$ cat src/wbSram_macros.svh
`ifndef WBSRAM_MACROS_SVH
`define WBSRAM_MACROS_SVH

// wishbone bus widths.
`define WB_ADDR_WIDTH 24
`define WB_DATA_WIDTH 32
`define WB_SEL_WIDTH (`WB_DATA_WIDTH / 8)

// byte address width inside one region.
`define PERIPH_ADDR_WIDTH 20

// local sram geometry and timing.
`define SRAM_DEPTH 256
`define SRAM_WAIT_STATES 2

// value of adr[23:20] for the management block.
`define MGMT_REGION 4'h8

`endif

$ cat src/wbSramPkg.sv
`include "wbSram_macros.svh"

package wbSramPkg;

	// request driven by the bus interface to each target.
	typedef struct packed {
		logic writeEnable;
		logic readEnable;
		logic [`WB_SEL_WIDTH-1:0] byteSelect;
		logic [`PERIPH_ADDR_WIDTH-1:0] address;
		logic [`WB_DATA_WIDTH-1:0] writeData;
	} peripheralReq_t;

	// response returned by each target.
	typedef struct packed {
		logic [`WB_DATA_WIDTH-1:0] readData;
		logic busy;
	} peripheralRsp_t;

	// merge only the selected bytes of newWord into oldWord.
	function automatic logic [`WB_DATA_WIDTH-1:0] applyByteSelect(
		input logic [`WB_DATA_WIDTH-1:0] oldWord,
		input logic [`WB_DATA_WIDTH-1:0] newWord,
		input logic [`WB_SEL_WIDTH-1:0] byteSelect
	);
		logic [`WB_DATA_WIDTH-1:0] merged;
		merged = oldWord;
		for (int i = 0; i < `WB_SEL_WIDTH; i++) begin
			if (byteSelect[i]) begin
				merged[8*i +: 8] = newWord[8*i +: 8];
			end
		end
		return merged;
	endfunction

endpackage

$ cat src/managementRegs.sv
`timescale 1ns/1ps
`include "wbSram_macros.svh"

module managementRegs (
	input  logic                      wb_clk_i,
	input  logic                      wb_rst_i,
	input  logic [3:0]                coreId_i,
	input  wbSramPkg::peripheralReq_t req_i,
	output wbSramPkg::peripheralRsp_t rsp_o
);
	import wbSramPkg::*;

	localparam int OffsetBits = `PERIPH_ADDR_WIDTH - 2;

	logic [OffsetBits-1:0] wordOffset;
	logic [`WB_DATA_WIDTH-1:0] scratchReg1;
	logic [`WB_DATA_WIDTH-1:0] scratchReg2;
	logic [`WB_DATA_WIDTH-1:0] selectedWord;

	assign wordOffset = req_i.address[`PERIPH_ADDR_WIDTH-1:2];

	// word 0 is read only.
	always_ff @(posedge wb_clk_i) begin
		if (wb_rst_i) begin
			scratchReg1 <= '0;
			scratchReg2 <= '0;
		end else if (req_i.writeEnable) begin
			if (wordOffset == OffsetBits'(1)) begin
				scratchReg1 <= applyByteSelect(scratchReg1, req_i.writeData, req_i.byteSelect);
			end
			if (wordOffset == OffsetBits'(2)) begin
				scratchReg2 <= applyByteSelect(scratchReg2, req_i.writeData, req_i.byteSelect);
			end
		end
	end

	always_comb begin
		selectedWord = '0;
		case (wordOffset)
			OffsetBits'(0): selectedWord[3:0] = coreId_i;
			OffsetBits'(1): selectedWord = scratchReg1;
			OffsetBits'(2): selectedWord = scratchReg2;
			default: selectedWord = '0;
		endcase
	end

	// always answers in the same cycle.
	always_comb begin
		rsp_o.busy = 1'b0;
		if (req_i.readEnable) begin
			rsp_o.readData = selectedWord;
		end else begin
			rsp_o.readData = '0;
		end
	end

endmodule

$ cat config.mk
export PLATFORM = sky130hd
export DESIGN_NAME = managementRegs
export DESIGN_NICKNAME = d
export VERILOG_FILES = /design/src/wbSramPkg.sv /design/src/managementRegs.sv
export VERILOG_INCLUDE_DIRS = /design/src /design/src/src
export SDC_FILE = /design/constraint.sdc
export NUM_CORES = 1
export LEC_CHECK = 0
export ABC_AREA = 1
export BUFFER_PORTS_ARGS = -buffer_cell sky130_fd_sc_hd__clkbuf_2
export CAP_MARGIN = 25
export CORE_MARGIN = 2
export CORE_UTILIZATION = 35
export CTS_CLUSTER_SIZE = 8
export DETAILED_ROUTE_END_ITERATION = 8
export HOLD_SLACK_MARGIN = 0.06
export PLACE_DENSITY_LB_ADDON = 0.2
export SLEW_MARGIN = 15
export SYNTH_ARGS = -nofsm -noshare
export SYNTH_HDL_FRONTEND = slang
export SYNTH_SLANG_ARGS = --single-unit
$ cat constraint.sdc
create_clock -name wb_clk_i -period 1.3 [get_ports wb_clk_i]
set_input_delay 0.065 -clock wb_clk_i [delete_from_list [all_inputs] [get_ports wb_clk_i]]
set_output_delay 0.065 -clock wb_clk_i [all_outputs]
set_load 0.01 [all_outputs]
==> flow_metrics.py <==
metrics = {
    "run_status": {
        "status": "complete, but fails checks",
        "violations": "negative setup slack",
    },
    "synth": {
        "synth-seq-cells": 64,
        "syn_nets": 636,
        "yosys_most_used_dff": "dfxtp_1",
        "synth_cells": 572,
        "synth.avg_cell_area_um2": 6.27,
        "synth_top_cells_by_count": "nand2_1, nor2_1, inv_1",
        "yosys.area.top_type": "dfxtp_1",
        "ys_async_sr_fraction_pct": 0,
        "synth_edf_count": 0,
        "yosysMostFrequentCell": "nand2_1",
        "synth_area_leaders": "dfxtp_1, nand2_1, nor2_1",
        "synth_warnings": 0,
        "synth_top_area_share_pct": 35.7,
        "ys_seq_area_share_pct": 35.7,
        "synth_area_um2": 3590,
        "ys_types": 17,
    },
    "global_routing": {
        "antenna_found_initial": 0,
        "grt_pass1_vias": 3725,
        "grt_start_max_net_pins": 65,
        "grtUsageTotal_pct": 18.8,
        "overflow": 0,
        "grt_pass1_wl_um": 17100,
    },
    "critical_path": {
        "critPathSlowestCell": "a21oi_2",
        "cp_data_required_time_ns": 1.24,
        "worstRegToRegCells": 4,
        "criticalPathCategory": "input port to output pin",
        "cp.arrival_ns": 1.29,
        "path_cells": "clkbuf_2 > nor2_2 > nand2_2 > nor2_4 > buf_6 > buf_12 > buf_6 > nand4_1 > a21oi_2 > buf_2",
        "cp.depth": 10,
        "cp_top_family": "buffers and inverters",
        "worst-path-buf-inv": 5,
        "end_kind": "output pin",
        "start_kind": "input port",
        "worst_path_largest_cell_delay_ns": 0.17,
        "path_max_fanout": 7,
        "cpMostUsedCell": "buf_6",
    },
    "pwr": {
        "vdd_ir_drop_max_mv": 0.522,
        "p_leak_uw": 0.00270,
        "power_density_nw_per_um2": 834,
    },
    "floorplan": {
        "die_h_um": 105,
        "core_um2": 9860,
        "start_util_pct": 36.4,
        "io_pins": 97,
        "dieWidth_um": 105,
        "die_area_um2": 11100,
        "row_count": 36,
    },
    "cts": {
        "ctsHtreeMaxLevel": 3,
        "clk_pin_slew_ns": 0.07,
        "cts_inserted_buffers": 9,
        "cts.sinks": 64,
        "cts-root-buf": "clkbuf_8",
        "clk_path_buf_depth": 2,
        "cts_tree": "done",
        "clk_latency_ns": 0.33,
    },
    "timing": {
        "slew-limit-headroom_pct": 57.6,
        "max_slew.worst_pin.slew_ns": 0.635,
        "hold_viol_final": 0,
        "fin_crit_ns": 1.35,
        "period_share_pct": 104,
        "finalMaxSlewViolations": 0,
        "fmax_mhz": 741,
        "setup_viol": 7,
        "finalSetupTns_ns": -0.195,
        "rsz0062_at_grt": "yes",
        "setup_slack_ns": -0.0502,
        "fin_skew_ns": 0,
    },
    "finish": {
        "final_cell_area_um2": 5260,
        "nets": 773,
        "drive_above_1_share_pct": 25.4,
        "antenna_cells": 0,
        "area_growth_pct": 46.6,
        "fillers": 953,
    },
    "routing": {
        "wl_um": 11100,
        "drc": 0,
        "drt_iter0_markers": 225,
        "ant_nets": 0,
        "first_pass_iters": 4,
        "vias": 4015,
        "wl_per_cell_um": 13.2,
        "vias_per_cell": 4.74,
    },
    "flow_run": {
        "max-cap-violations": 0,
    },
    "place": {
        "postPlaceCellArea_um2": 4250,
        "port_buffers": 93,
        "routabilityCongestion": 0.760,
        "dpl.hpwl_um": 6310,
    },
    "min_path": {
        "hold_class": "input port to flop",
        "min_path_cells": 5,
    },
}
## worst register-to-register path, stage by stage (launching register included)
cell     delay, ns
dfxtp_1       0.35
inv_1         0.05
nand2_1       0.06
nand2_1       0.06
nor2_1        0.10
## power breakdown
part,internal (uW),switching (uW)
combinational,183,207
clock,1240,800
sequential,1960,0.00228
## stage by stage
stage                     cells  power, uW  setup slack [ns]  util (%)  hold WS [ns]
after floorplan             572       2110            0.0566         -         0.200
after global placement      781       2280           -0.0661      43.1         0.305
after detailed placement    781       2280           -0.0830      43.1         0.315
after CTS                   835       4380           -0.0347      50.0         0.199
after global routing        847       4560            -0.106      53.3         0.228
final                       847       4390           -0.0502      53.3         0.204
## state kept, by name (all words and copies together), names as in the netlist
signal       flops
scratchReg1     32
scratchReg2     32
## area by class of cell
type	count	area, um2	share of cell area [%]
Sequential cell	64	1280	24.4
Clock inverter	4	75.1	1.43
Clock buffer	12	165	3.14
Multi-Input combinational cell	393	1910	36.2
Inverter	76	285	5.43
Tap cell	133	166	3.17
Timing Repair Buffer	165	1380	26.2
## final timing paths
check	slack, ns	start	end
setup / recovery	-0.05	req_i[49]	rsp_o[14]
hold / removal	0.20	wb_rst_i	scratchReg2[15]
setup reg to reg	0.62	scratchReg2[0]	scratchReg2[0]
hold reg to reg	0.51	scratchReg1[4]	scratchReg1[4]
## logic make-up after synthesis
logic type / synth area share [%]
simple gates: 46.4
other cells: 0.105
compound gates: 4.05
flops: 35.7
buf+inv: 13.8
## what timing repair did
action	4_1_cts	5_1_grt
pin swaps	16	21
setup endpoints to repair	18	60
gates resized for setup	11	53
gates cloned	2	7
hold buffers	32	0
hold endpoints to repair	64	0
setup buffers	4	6
## cells in the final DEF, fill, tap and decap left out, drive strengths merged
| master | instances |
|---|---|
| nand4 | 76 |
| buf | 57 |
| clkbuf | 88 |
| nor2 | 142 |
| dlygate4sd3 | 32 |
| bufinv | 2 |
| clkinvlp | 2 |
| dfxtp | 64 |
| conb | 1 |
| nand2 | 141 |
| inv | 76 |
| o21ai | 1 |
| nand3 | 4 |
| a21oi | 28 |
## routing by layer
layer,GRT usage (%),part of all wire (%),up-vias,wire length (um)
met4,5.14,1.4,0,152
met1,23.4,43,1823,4810
met2,32.8,51,107,5680
li1,-,-,2071,-
met5,0,0,-,0
met3,3.77,4.5,14,505
No activity file was read; power rests on OpenSTA's default activity.
