`config.mk`:
```
export PLATFORM = sky130hd
export DESIGN_NAME = wbSramInterface
export DESIGN_NICKNAME = d
export VERILOG_FILES = /design/src/wbSramPkg.sv /design/src/wbSramInterface.sv
export VERILOG_INCLUDE_DIRS = /design/src /design/src/src
export SDC_FILE = /design/constraint.sdc
export NUM_CORES = 1
export LEC_CHECK = 0
export BUFFER_PORTS_ARGS = -buffer_cell sky130_fd_sc_hd__buf_4
export CAP_MARGIN = 40
export CORE_AREA = 2 2 109 111
export DETAILED_ROUTE_END_ITERATION = 16
export DIE_AREA = 0 0 111 113
export PLACE_DENSITY_LB_ADDON = 0.15
export SLEW_MARGIN = 40
export SYNTH_ARGS = -nofsm -noshare
export SYNTH_HDL_FRONTEND = slang
export SYNTH_SLANG_ARGS = --single-unit
export TNS_END_PERCENT = 50
```
`constraint.sdc`:
```
create_clock -name wb_clk_i -period 2.34 [get_ports wb_clk_i]
set_input_delay 0.351 -clock wb_clk_i [delete_from_list [all_inputs] [get_ports wb_clk_i]]
set_output_delay 0.351 -clock wb_clk_i [all_outputs]
set_load 0.05 [all_outputs]
```
`src/wbSram_macros.svh`:
```
`ifndef WBSRAM_MACROS_SVH
`define WBSRAM_MACROS_SVH

// wishbone bus widths.
`define WB_ADDR_WIDTH 24
`define WB_DATA_WIDTH 32
`define WB_SEL_WIDTH (`WB_DATA_WIDTH / 8)

// byte address width inside one region.
`define PERIPH_ADDR_WIDTH 20

// local sram geometry and timing.
`define SRAM_DEPTH 256
`define SRAM_WAIT_STATES 2

// value of adr[23:20] for the management block.
`define MGMT_REGION 4'h8

`endif

```
`src/wbSramPkg.sv`:
```
`include "wbSram_macros.svh"

package wbSramPkg;

	// request driven by the bus interface to each target.
	typedef struct packed {
		logic writeEnable;
		logic readEnable;
		logic [`WB_SEL_WIDTH-1:0] byteSelect;
		logic [`PERIPH_ADDR_WIDTH-1:0] address;
		logic [`WB_DATA_WIDTH-1:0] writeData;
	} peripheralReq_t;

	// response returned by each target.
	typedef struct packed {
		logic [`WB_DATA_WIDTH-1:0] readData;
		logic busy;
	} peripheralRsp_t;

	// merge only the selected bytes of newWord into oldWord.
	function automatic logic [`WB_DATA_WIDTH-1:0] applyByteSelect(
		input logic [`WB_DATA_WIDTH-1:0] oldWord,
		input logic [`WB_DATA_WIDTH-1:0] newWord,
		input logic [`WB_SEL_WIDTH-1:0] byteSelect
	);
		logic [`WB_DATA_WIDTH-1:0] merged;
		merged = oldWord;
		for (int i = 0; i < `WB_SEL_WIDTH; i++) begin
			if (byteSelect[i]) begin
				merged[8*i +: 8] = newWord[8*i +: 8];
			end
		end
		return merged;
	endfunction

endpackage

```
`src/wbSramInterface.sv`:
```
`timescale 1ns/1ps
`include "wbSram_macros.svh"

module wbSramInterface (
	input  logic                      wb_clk_i,
	input  logic                      wb_rst_i,
	input  logic                      wbCyc_i,
	input  logic                      wbStb_i,
	input  logic                      wbWe_i,
	input  logic [`WB_SEL_WIDTH-1:0]  wbSel_i,
	input  logic [`WB_ADDR_WIDTH-1:0] wbAdr_i,
	input  logic [`WB_DATA_WIDTH-1:0] wbData_i,
	output logic                      wbAck_o,
	output logic                      wbStall_o,
	output logic                      wbError_o,
	output logic [`WB_DATA_WIDTH-1:0] wbData_o,
	output wbSramPkg::peripheralReq_t sramReq_o,
	output wbSramPkg::peripheralReq_t mgmtReq_o,
	input  wbSramPkg::peripheralRsp_t sramRsp_i,
	input  wbSramPkg::peripheralRsp_t mgmtRsp_i
);
	import wbSramPkg::*;

	typedef enum logic [1:0] {
		StateIdle,
		StateRequest,
		StateError,
		StateFinish
	} wbState_t;

	wbState_t state;
	logic [`WB_ADDR_WIDTH-1:0] currentAddress;
	logic [`WB_SEL_WIDTH-1:0] currentSel;
	logic [`WB_DATA_WIDTH-1:0] currentData;
	logic currentWrite;
	logic ackReg;
	logic errorReg;
	logic [`WB_DATA_WIDTH-1:0] readDataReg;
	logic requestSeen;
	logic sramSelected;
	logic mgmtSelected;
	logic targetBusy;
	logic [`WB_DATA_WIDTH-1:0] targetReadData;
	peripheralReq_t baseReq;

	function automatic logic isSramRegion(input logic [`WB_ADDR_WIDTH-1:0] adr);
		return adr[`WB_ADDR_WIDTH-1] == 1'b0;
	endfunction

	function automatic logic isMgmtRegion(input logic [`WB_ADDR_WIDTH-1:0] adr);
		return adr[`WB_ADDR_WIDTH-1:`PERIPH_ADDR_WIDTH] == `MGMT_REGION;
	endfunction

	assign requestSeen = (state == StateIdle) && wbCyc_i && wbStb_i;

	// request fields are held for the whole transfer.
	always_ff @(posedge wb_clk_i) begin
		if (requestSeen) begin
			currentAddress <= wbAdr_i;
			currentSel <= wbSel_i;
			currentData <= wbData_i;
			currentWrite <= wbWe_i;
		end
	end

	// target choice comes from the held address.
	assign sramSelected = isSramRegion(currentAddress);
	assign mgmtSelected = isMgmtRegion(currentAddress);

	always_comb begin
		if (sramSelected) begin
			targetBusy = sramRsp_i.busy;
			targetReadData = sramRsp_i.readData;
		end else if (mgmtSelected) begin
			targetBusy = mgmtRsp_i.busy;
			targetReadData = mgmtRsp_i.readData;
		end else begin
			targetBusy = 1'b0;
			targetReadData = '0;
		end
	end

	always_ff @(posedge wb_clk_i) begin
		if (wb_rst_i) begin
			state <= StateIdle;
			ackReg <= 1'b0;
			errorReg <= 1'b0;
			readDataReg <= '0;
		end else begin
			ackReg <= 1'b0;
			errorReg <= 1'b0;
			case (state)
				StateIdle: begin
					if (requestSeen) begin
						// unmapped addresses never reach a target.
						if (isSramRegion(wbAdr_i) || isMgmtRegion(wbAdr_i)) begin
							state <= StateRequest;
						end else begin
							state <= StateError;
						end
					end
				end
				StateRequest: begin
					if (!targetBusy) begin
						ackReg <= 1'b1;
						if (!currentWrite) begin
							readDataReg <= targetReadData;
						end
						state <= StateFinish;
					end
				end
				StateError: begin
					errorReg <= 1'b1;
					state <= StateFinish;
				end
				StateFinish: begin
					readDataReg <= '0;
					state <= StateIdle;
				end
				default: begin
					state <= StateIdle;
				end
			endcase
		end
	end

	always_comb begin
		baseReq.writeEnable = (state == StateRequest) && currentWrite;
		baseReq.readEnable = (state == StateRequest) && !currentWrite;
		baseReq.byteSelect = currentSel;
		baseReq.address = currentAddress[`PERIPH_ADDR_WIDTH-1:0];
		baseReq.writeData = currentData;

		sramReq_o = baseReq;
		sramReq_o.writeEnable = baseReq.writeEnable && sramSelected;
		sramReq_o.readEnable = baseReq.readEnable && sramSelected;

		mgmtReq_o = baseReq;
		mgmtReq_o.writeEnable = baseReq.writeEnable && mgmtSelected;
		mgmtReq_o.readEnable = baseReq.readEnable && mgmtSelected;
	end

	assign wbAck_o = ackReg;
	assign wbError_o = errorReg;
	assign wbData_o = readDataReg;
	assign wbStall_o = state != StateIdle;

endmodule

```
==> results.txt, run 1 <==
initial antenna violation count - 0
WHS - 181 ps
Crit Path Max Fanout - 5
Post-Syn Area - 0.00425 sq mm
internal power component - 3.63 mW
dpl hpwl - 8390 microns
# DRC - 0
nature of the critical path startpoint - flop
Filler cells - 948
maximum root-to-sink buffer count - 2
sequential standard cell area - 0.00255 sq mm
Die H - 113 microns
Reg clk slew, reported paths - 60 ps
post-synthesis xor/xnor area fraction - 0%
Initial DRT Pass Iterations - 4
Setup Skew - 4.00 ps
Req. time, crit path - 1990 ps
Setup crit end kind - output port
Synth area leaders - edfxtp_1 43%, dfxtp_1 17%, buf_4 13%
RSZ-0062 raised after global routing - false
Die Width - 111 microns
# H-tree levels - 3
Slew @ Worst Pin - 525 ps
Synth Net Count - 461
hold buffer count at CTS - 0
CTS buffer count - 9
Core Area - 0.0113 sq mm
share of cells above drive strength 1 - 57.6%
PwrDens - 950 mW/mm^2
Hold Vio Cnt, Final - 0
asr flop ratio synth - 0%
Synth Area in Compound Gates - 15.6%
NetSw - 2.23 mW
min Tclk post-route - 2070 ps
grt ovf - 0
WS Path Type - flop to output port
cell row count - 39
post-synthesis cell type count - 30
post-synthesis register bit count - 97
Layout area overhead - 44.9%
port bufs - 281
post-synthesis simple-gate area fraction - 5.38%
Min-Delay Path Class - input port to flop
n_diodes - 0
clock root buffer master - clkbuf_16
top-count cell post-synth - buf_4
First DRT Iteration DRCs - 105
initial core utilization - 37.7%
Post-synth top flop - edfxtp_1
Post-CTS Setup Inserts - 0
io pins - 282
Period Utilization, post-route - 88.5%
post-synthesis sequential area ratio - 60.0%
global-route wire length before repair - 16400 microns
post_cts resized - 0
Worst-Skew Late Latency - 340 ps
reg2reg start - state[1]
routed wire length - 11000 microns
final setup fails - 0
routed vias/inst - 4.78
run status - finished clean
leak pwr - 2.72 nW
largest net degree at the start of global routing - 53
commonest cells in the synthesized netlist - 76 x buf_4, 61 x edfxtp_1, 36 x dfxtp_1
Total Die Area - 0.0125 sq mm
final setup TNS - 0 ps
Clock Sink Count - 97
cell taking the most area after synthesis - edfxtp_1
GPL Wtd Cong - 0.800
adder-cell share of the synthesized area - 1.47%
Clk pwr share - 25.3%
Pins Over Slew Limit - 0
Synth Area per Inst - 13.1 sq um
Reg power frac - 37.2%
Fmax - 483 MHz
Combinational Power Share - 37.5%
area of the multi-input gates - 956 sq um
vias in the first global route - 3125
Finished Cell Area - 0.00616 sq mm
largest vdd supply drop - 0.577 mV
DR WL/cell - 16.4 microns
Post-synth EDFFs - 61
vias post-DR - 3224
remaining antenna violation count after routing - 0
crit path from - state[1]
Post-Place Cell Area - 0.00586 sq mm
Finished Core Util - 54.7%
synth warn - 0
min-delay src - wbData_i[31]
nets - 662
Post-Syn Instances - 325
Slew headroom - 64.9%
Max Cap Viol - 0
post-synth top area share - 43.1%
sw frac - 38.1%
mux contribution to synthesized area - 0%
GR Util All Layers - 17.0%
Arr. time, crit path - 1720 ps
largest family of logic cells by synthesized area - buffers and inverters
TritonCTS clock tree - done
==> cell families after synthesis <==
logic type / count (synthesis)
flops: 97
compound gates: 74
buf+inv: 101
fa+ha+maj: 5
simple gates: 48
==> worst max-delay path: stages (launching register included) <==
cell     delay [ps]
dfxtp_1         330
inv_1           110
ha_1            230
or2b_4          310
and2b_1         200
buf_4           200
==> cell usage in the layout, fill, tap and decap left out, types with 3 or more instances in the layout <==
master,n
nor2b_1,3
ha_1,5
buf_4,284
a32oi_1,32
dfxtp_1,36
a22o_1,32
clkbuf_1,3
clkbuf_16,10
nor2_1,35
nand2_1,3
edfxtp_1,61
inv_1,5
==> per-layer routing <==
| metal | up-vias | track usage (%) | routed length [microns] |
|---|---|---|---|
| li1 | 1535 | - | - |
| met1 | 1525 | 19.0 | 4010 |
| met2 | 154 | 30.3 | 5990 |
| met3 | 10 | 6.75 | 922 |
| met4 | 0 | 4.83 | 114 |
| met5 | - | 0 | 0 |
==> power groups by stage <==
stage	Clock, mW	Combinational, mW	Sequential, mW
6_report	1.48	2.20	2.18
5_1_grt	1.60	2.29	2.20
4_1_cts	1.54	2.21	2.18
3_5_place_dp	0	2.21	2.22
3_3_place_gp	0	2.20	2.21
2_1_floorplan	0	1.30	2.62
==> final timing paths <==
kind	to	slack [ps]	depth (start not counted)
hold reg to reg	state[0]	500	2
setup / recovery	mgmtReq_o[56]	270	5
setup reg to reg	wbData_o[16]	430	7
hold / removal	currentData[31]	180	1
==> cell type report <==
type,instances,share of cell area [%]
inverters,6,0.365
repair buffers,285,34.9
clock buffers,13,4.24
well taps,143,2.90
clock inverters,3,0.650
multi-input cells,127,15.5
flip-flops and latches,97,41.4
==> registers in the layout, summed over array words and instances (netlist names) <==
| signal | flops |
|---|---|
| wbAck_o | 1 |
| currentWrite | 1 |
| currentAddress | 24 |
| state | 2 |
| currentSel | 4 |
| currentData | 32 |
| wbError_o | 1 |
| wbData_o | 32 |
==> through the flow <==
stage / worst slack [ps] / instances / total power, mW
after floorplan: 40.3 / 325 / 3.92
after global placement: 508 / 658 / 4.41
after detailed placement: 443 / 658 / 4.43
after CTS: 246 / 674 / 5.93
after global routing: 167 / 674 / 6.10
final: 268 / 674 / 5.86
(Power assumes the default switching activity.)
==> inputs of run 2 (changes only) <==
--- a/constraint.sdc
+++ b/constraint.sdc
@@ -3,2 +3,2 @@
 set_output_delay 0.351 -clock wb_clk_i [all_outputs]
-set_load 0.05 [all_outputs]
+set_load 0.02 [all_outputs]
==> run 2 against run 1 <==
  * Sequential share of layout area grew 0.084 points
  * Worst hold slack gained 3.5 ps
  * Count of clock-buffer cells in the layout shrank 2
  * Cell count is the same
  * Highest routed layer unchanged
  * Utilization shrank 0.11 points
  * Critical path type unchanged
  * Sequential power is essentially flat
==> results.txt, run 2 (synthesis results as in run 1) <==
clock root buffer master - clkbuf_16 (unchanged)
final setup TNS - 0 ps (unchanged)
routed vias/inst - 4.81 (was 4.78)
vias in the first global route - 3115 (was 3125)
Min-Delay Path Class - input port to flop (unchanged)
largest net degree at the start of global routing - 53 (unchanged)
Clock Sink Count - 97 (unchanged)
largest vdd supply drop - 0.419 mV (was 0.577 mV)
cell row count - 39 (unchanged)
GR Util All Layers - 16.8% (was 17.0%)
initial antenna violation count - 0 (unchanged)
TritonCTS clock tree - done (unchanged)
Setup Skew - 3.50 ps (was 4.00 ps)
leak pwr - 2.70 nW (was 2.72 nW)
Req. time, crit path - 1990 ps (about the same)
Total Die Area - 0.0125 sq mm (unchanged)
Max Cap Viol - 0 (unchanged)
global-route wire length before repair - 16300 microns (was 16400 microns)
RSZ-0062 raised after global routing - false (unchanged)
Hold Vio Cnt, Final - 0 (unchanged)
WS Path Type - flop to output port (unchanged)
remaining antenna violation count after routing - 0 (unchanged)
routed wire length - 11000 microns (about the same)
Setup crit end kind - output port (unchanged)
run status - finished clean (unchanged)
nature of the critical path startpoint - flop (unchanged)
Core Area - 0.0113 sq mm (unchanged)
Reg clk slew, reported paths - 70 ps (was 60 ps)
DR WL/cell - 16.3 microns (was 16.4 microns)
hold buffer count at CTS - 0 (unchanged)
PwrDens - 827 mW/mm^2 (was 950 mW/mm^2)
First DRT Iteration DRCs - 76 (was 105)
Die Width - 111 microns (unchanged)
post_cts resized - 0 (unchanged)
pre-CTS setup slack - 397 ps (was 443 ps)
Filler cells - 981 (was 948)
total power - 5.09 mW (was 5.86 mW)
Die H - 113 microns (unchanged)
CTS buffer count - 9 (unchanged)
# DRC - 0 (unchanged)
Arr. time, crit path - 1660 ps (was 1720 ps)
Pins Over Slew Limit - 0 (unchanged)
dpl hpwl - 8340 microns (was 8390 microns)
Post-CTS Setup Inserts - 0 (unchanged)
final worst setup slack - 331 ps (was 268 ps)
fin cells - 674 (unchanged)
io pins - 282 (unchanged)
min Tclk post-route - 2010 ps (was 2070 ps)
Initial DRT Pass Iterations - 4 (unchanged)
n_diodes - 0 (unchanged)
Worst-Skew Late Latency - 330 ps (was 340 ps)
initial core utilization - 37.7% (unchanged)
Layout area overhead - 44.6% (was 44.9%)
final setup fails - 0 (unchanged)
Period Utilization, post-route - 85.8% (was 88.5%)
commonest non-fill, non-tap cell in the layout - buf_4 (unchanged)
Crit Path Max Fanout - 5 (unchanged)
area of the multi-input gates - 956 sq um (unchanged)
nets - 662 (unchanged)
port bufs - 281 (unchanged)
Inst Count DP - 658 (unchanged)
maximum root-to-sink buffer count - 2 (unchanged)
share of cells above drive strength 1 - 57.6% (unchanged)
most frequent cells in the layout - 284 x buf_4, 61 x edfxtp_1, 36 x dfxtp_1 (unchanged)
grt ovf - 0 (unchanged)
# H-tree levels - 3 (unchanged)
Slew headroom - 63.6% (was 64.9%)
GPL Wtd Cong - 0.796 (was 0.800)
Fmax - 498 MHz (was 483 MHz)
sequential standard cell area - 0.00255 sq mm (unchanged)
Slew @ Worst Pin - 545 ps (was 525 ps)
vias post-DR - 3240 (was 3224)
[run 2: cell count changes in the layout (fill, tap and decap cells not counted)]
cell,before,now
clkbuf_16,10,9
clkbuf_1,3,2
clkinvlp_4,0,3
clkinv_1,0,1
clkinv_2,2,0
[run 2: cell type report]
class                      count  share of cell area [%]
sequential                    97                    41.5
timing repair buffer         285                    35.0
multi-input combinational    127                    15.5
clock buffer                  11                    3.78
tap                          143                    2.91
clock inverter                 5                   0.915
inverter                       6                   0.366
[run 2: final timing paths]
path	start	end	slack [ps]	cells after the start
setup / recovery	state[1]	mgmtReq_o[56]	330	5
hold / removal	wbData_i[19]	currentData[19]	180	1
setup reg to reg	state[1]	wbData_o[25]	400	7
hold reg to reg	state[0]	state[0]	500	2
[run 2: per-layer routing]
layer | share of wire [%] | wire length (microns) | global-route usage, %
met4 | 1.5 | 169 | 6.75
met5 | 0 | 0 | 0
met2 | 53 | 5780 | 29.7
met3 | 7.3 | 803 | 4.12
met1 | 39 | 4240 | 19.7
[run 2: power by group]
group	switching (mW)	leakage (nW)	internal, mW
logic	0.816	1.72	0.666
registers	0.122	0.855	2.05
clock network	0.605	0.129	0.825
total	1.54	2.70	3.55
[run 2: worst max-delay path, stage by stage, from the launching register on]
cell and delay, ps:
dfxtp_1 330, inv_1 110, ha_1 240, or2b_4 310
and2b_1 190, buf_4 130
[run 2: through the flow]
stage               hold WS (ps)  utilization (%)  instance area (sq um)
floorplan                    450                -                   4260
global placement             487             52.0                   5860
detailed placement           489             52.0                   5860
CTS                          171             54.6                   6150
global route                 166             54.6                   6150
finish                       185             54.6                   6150
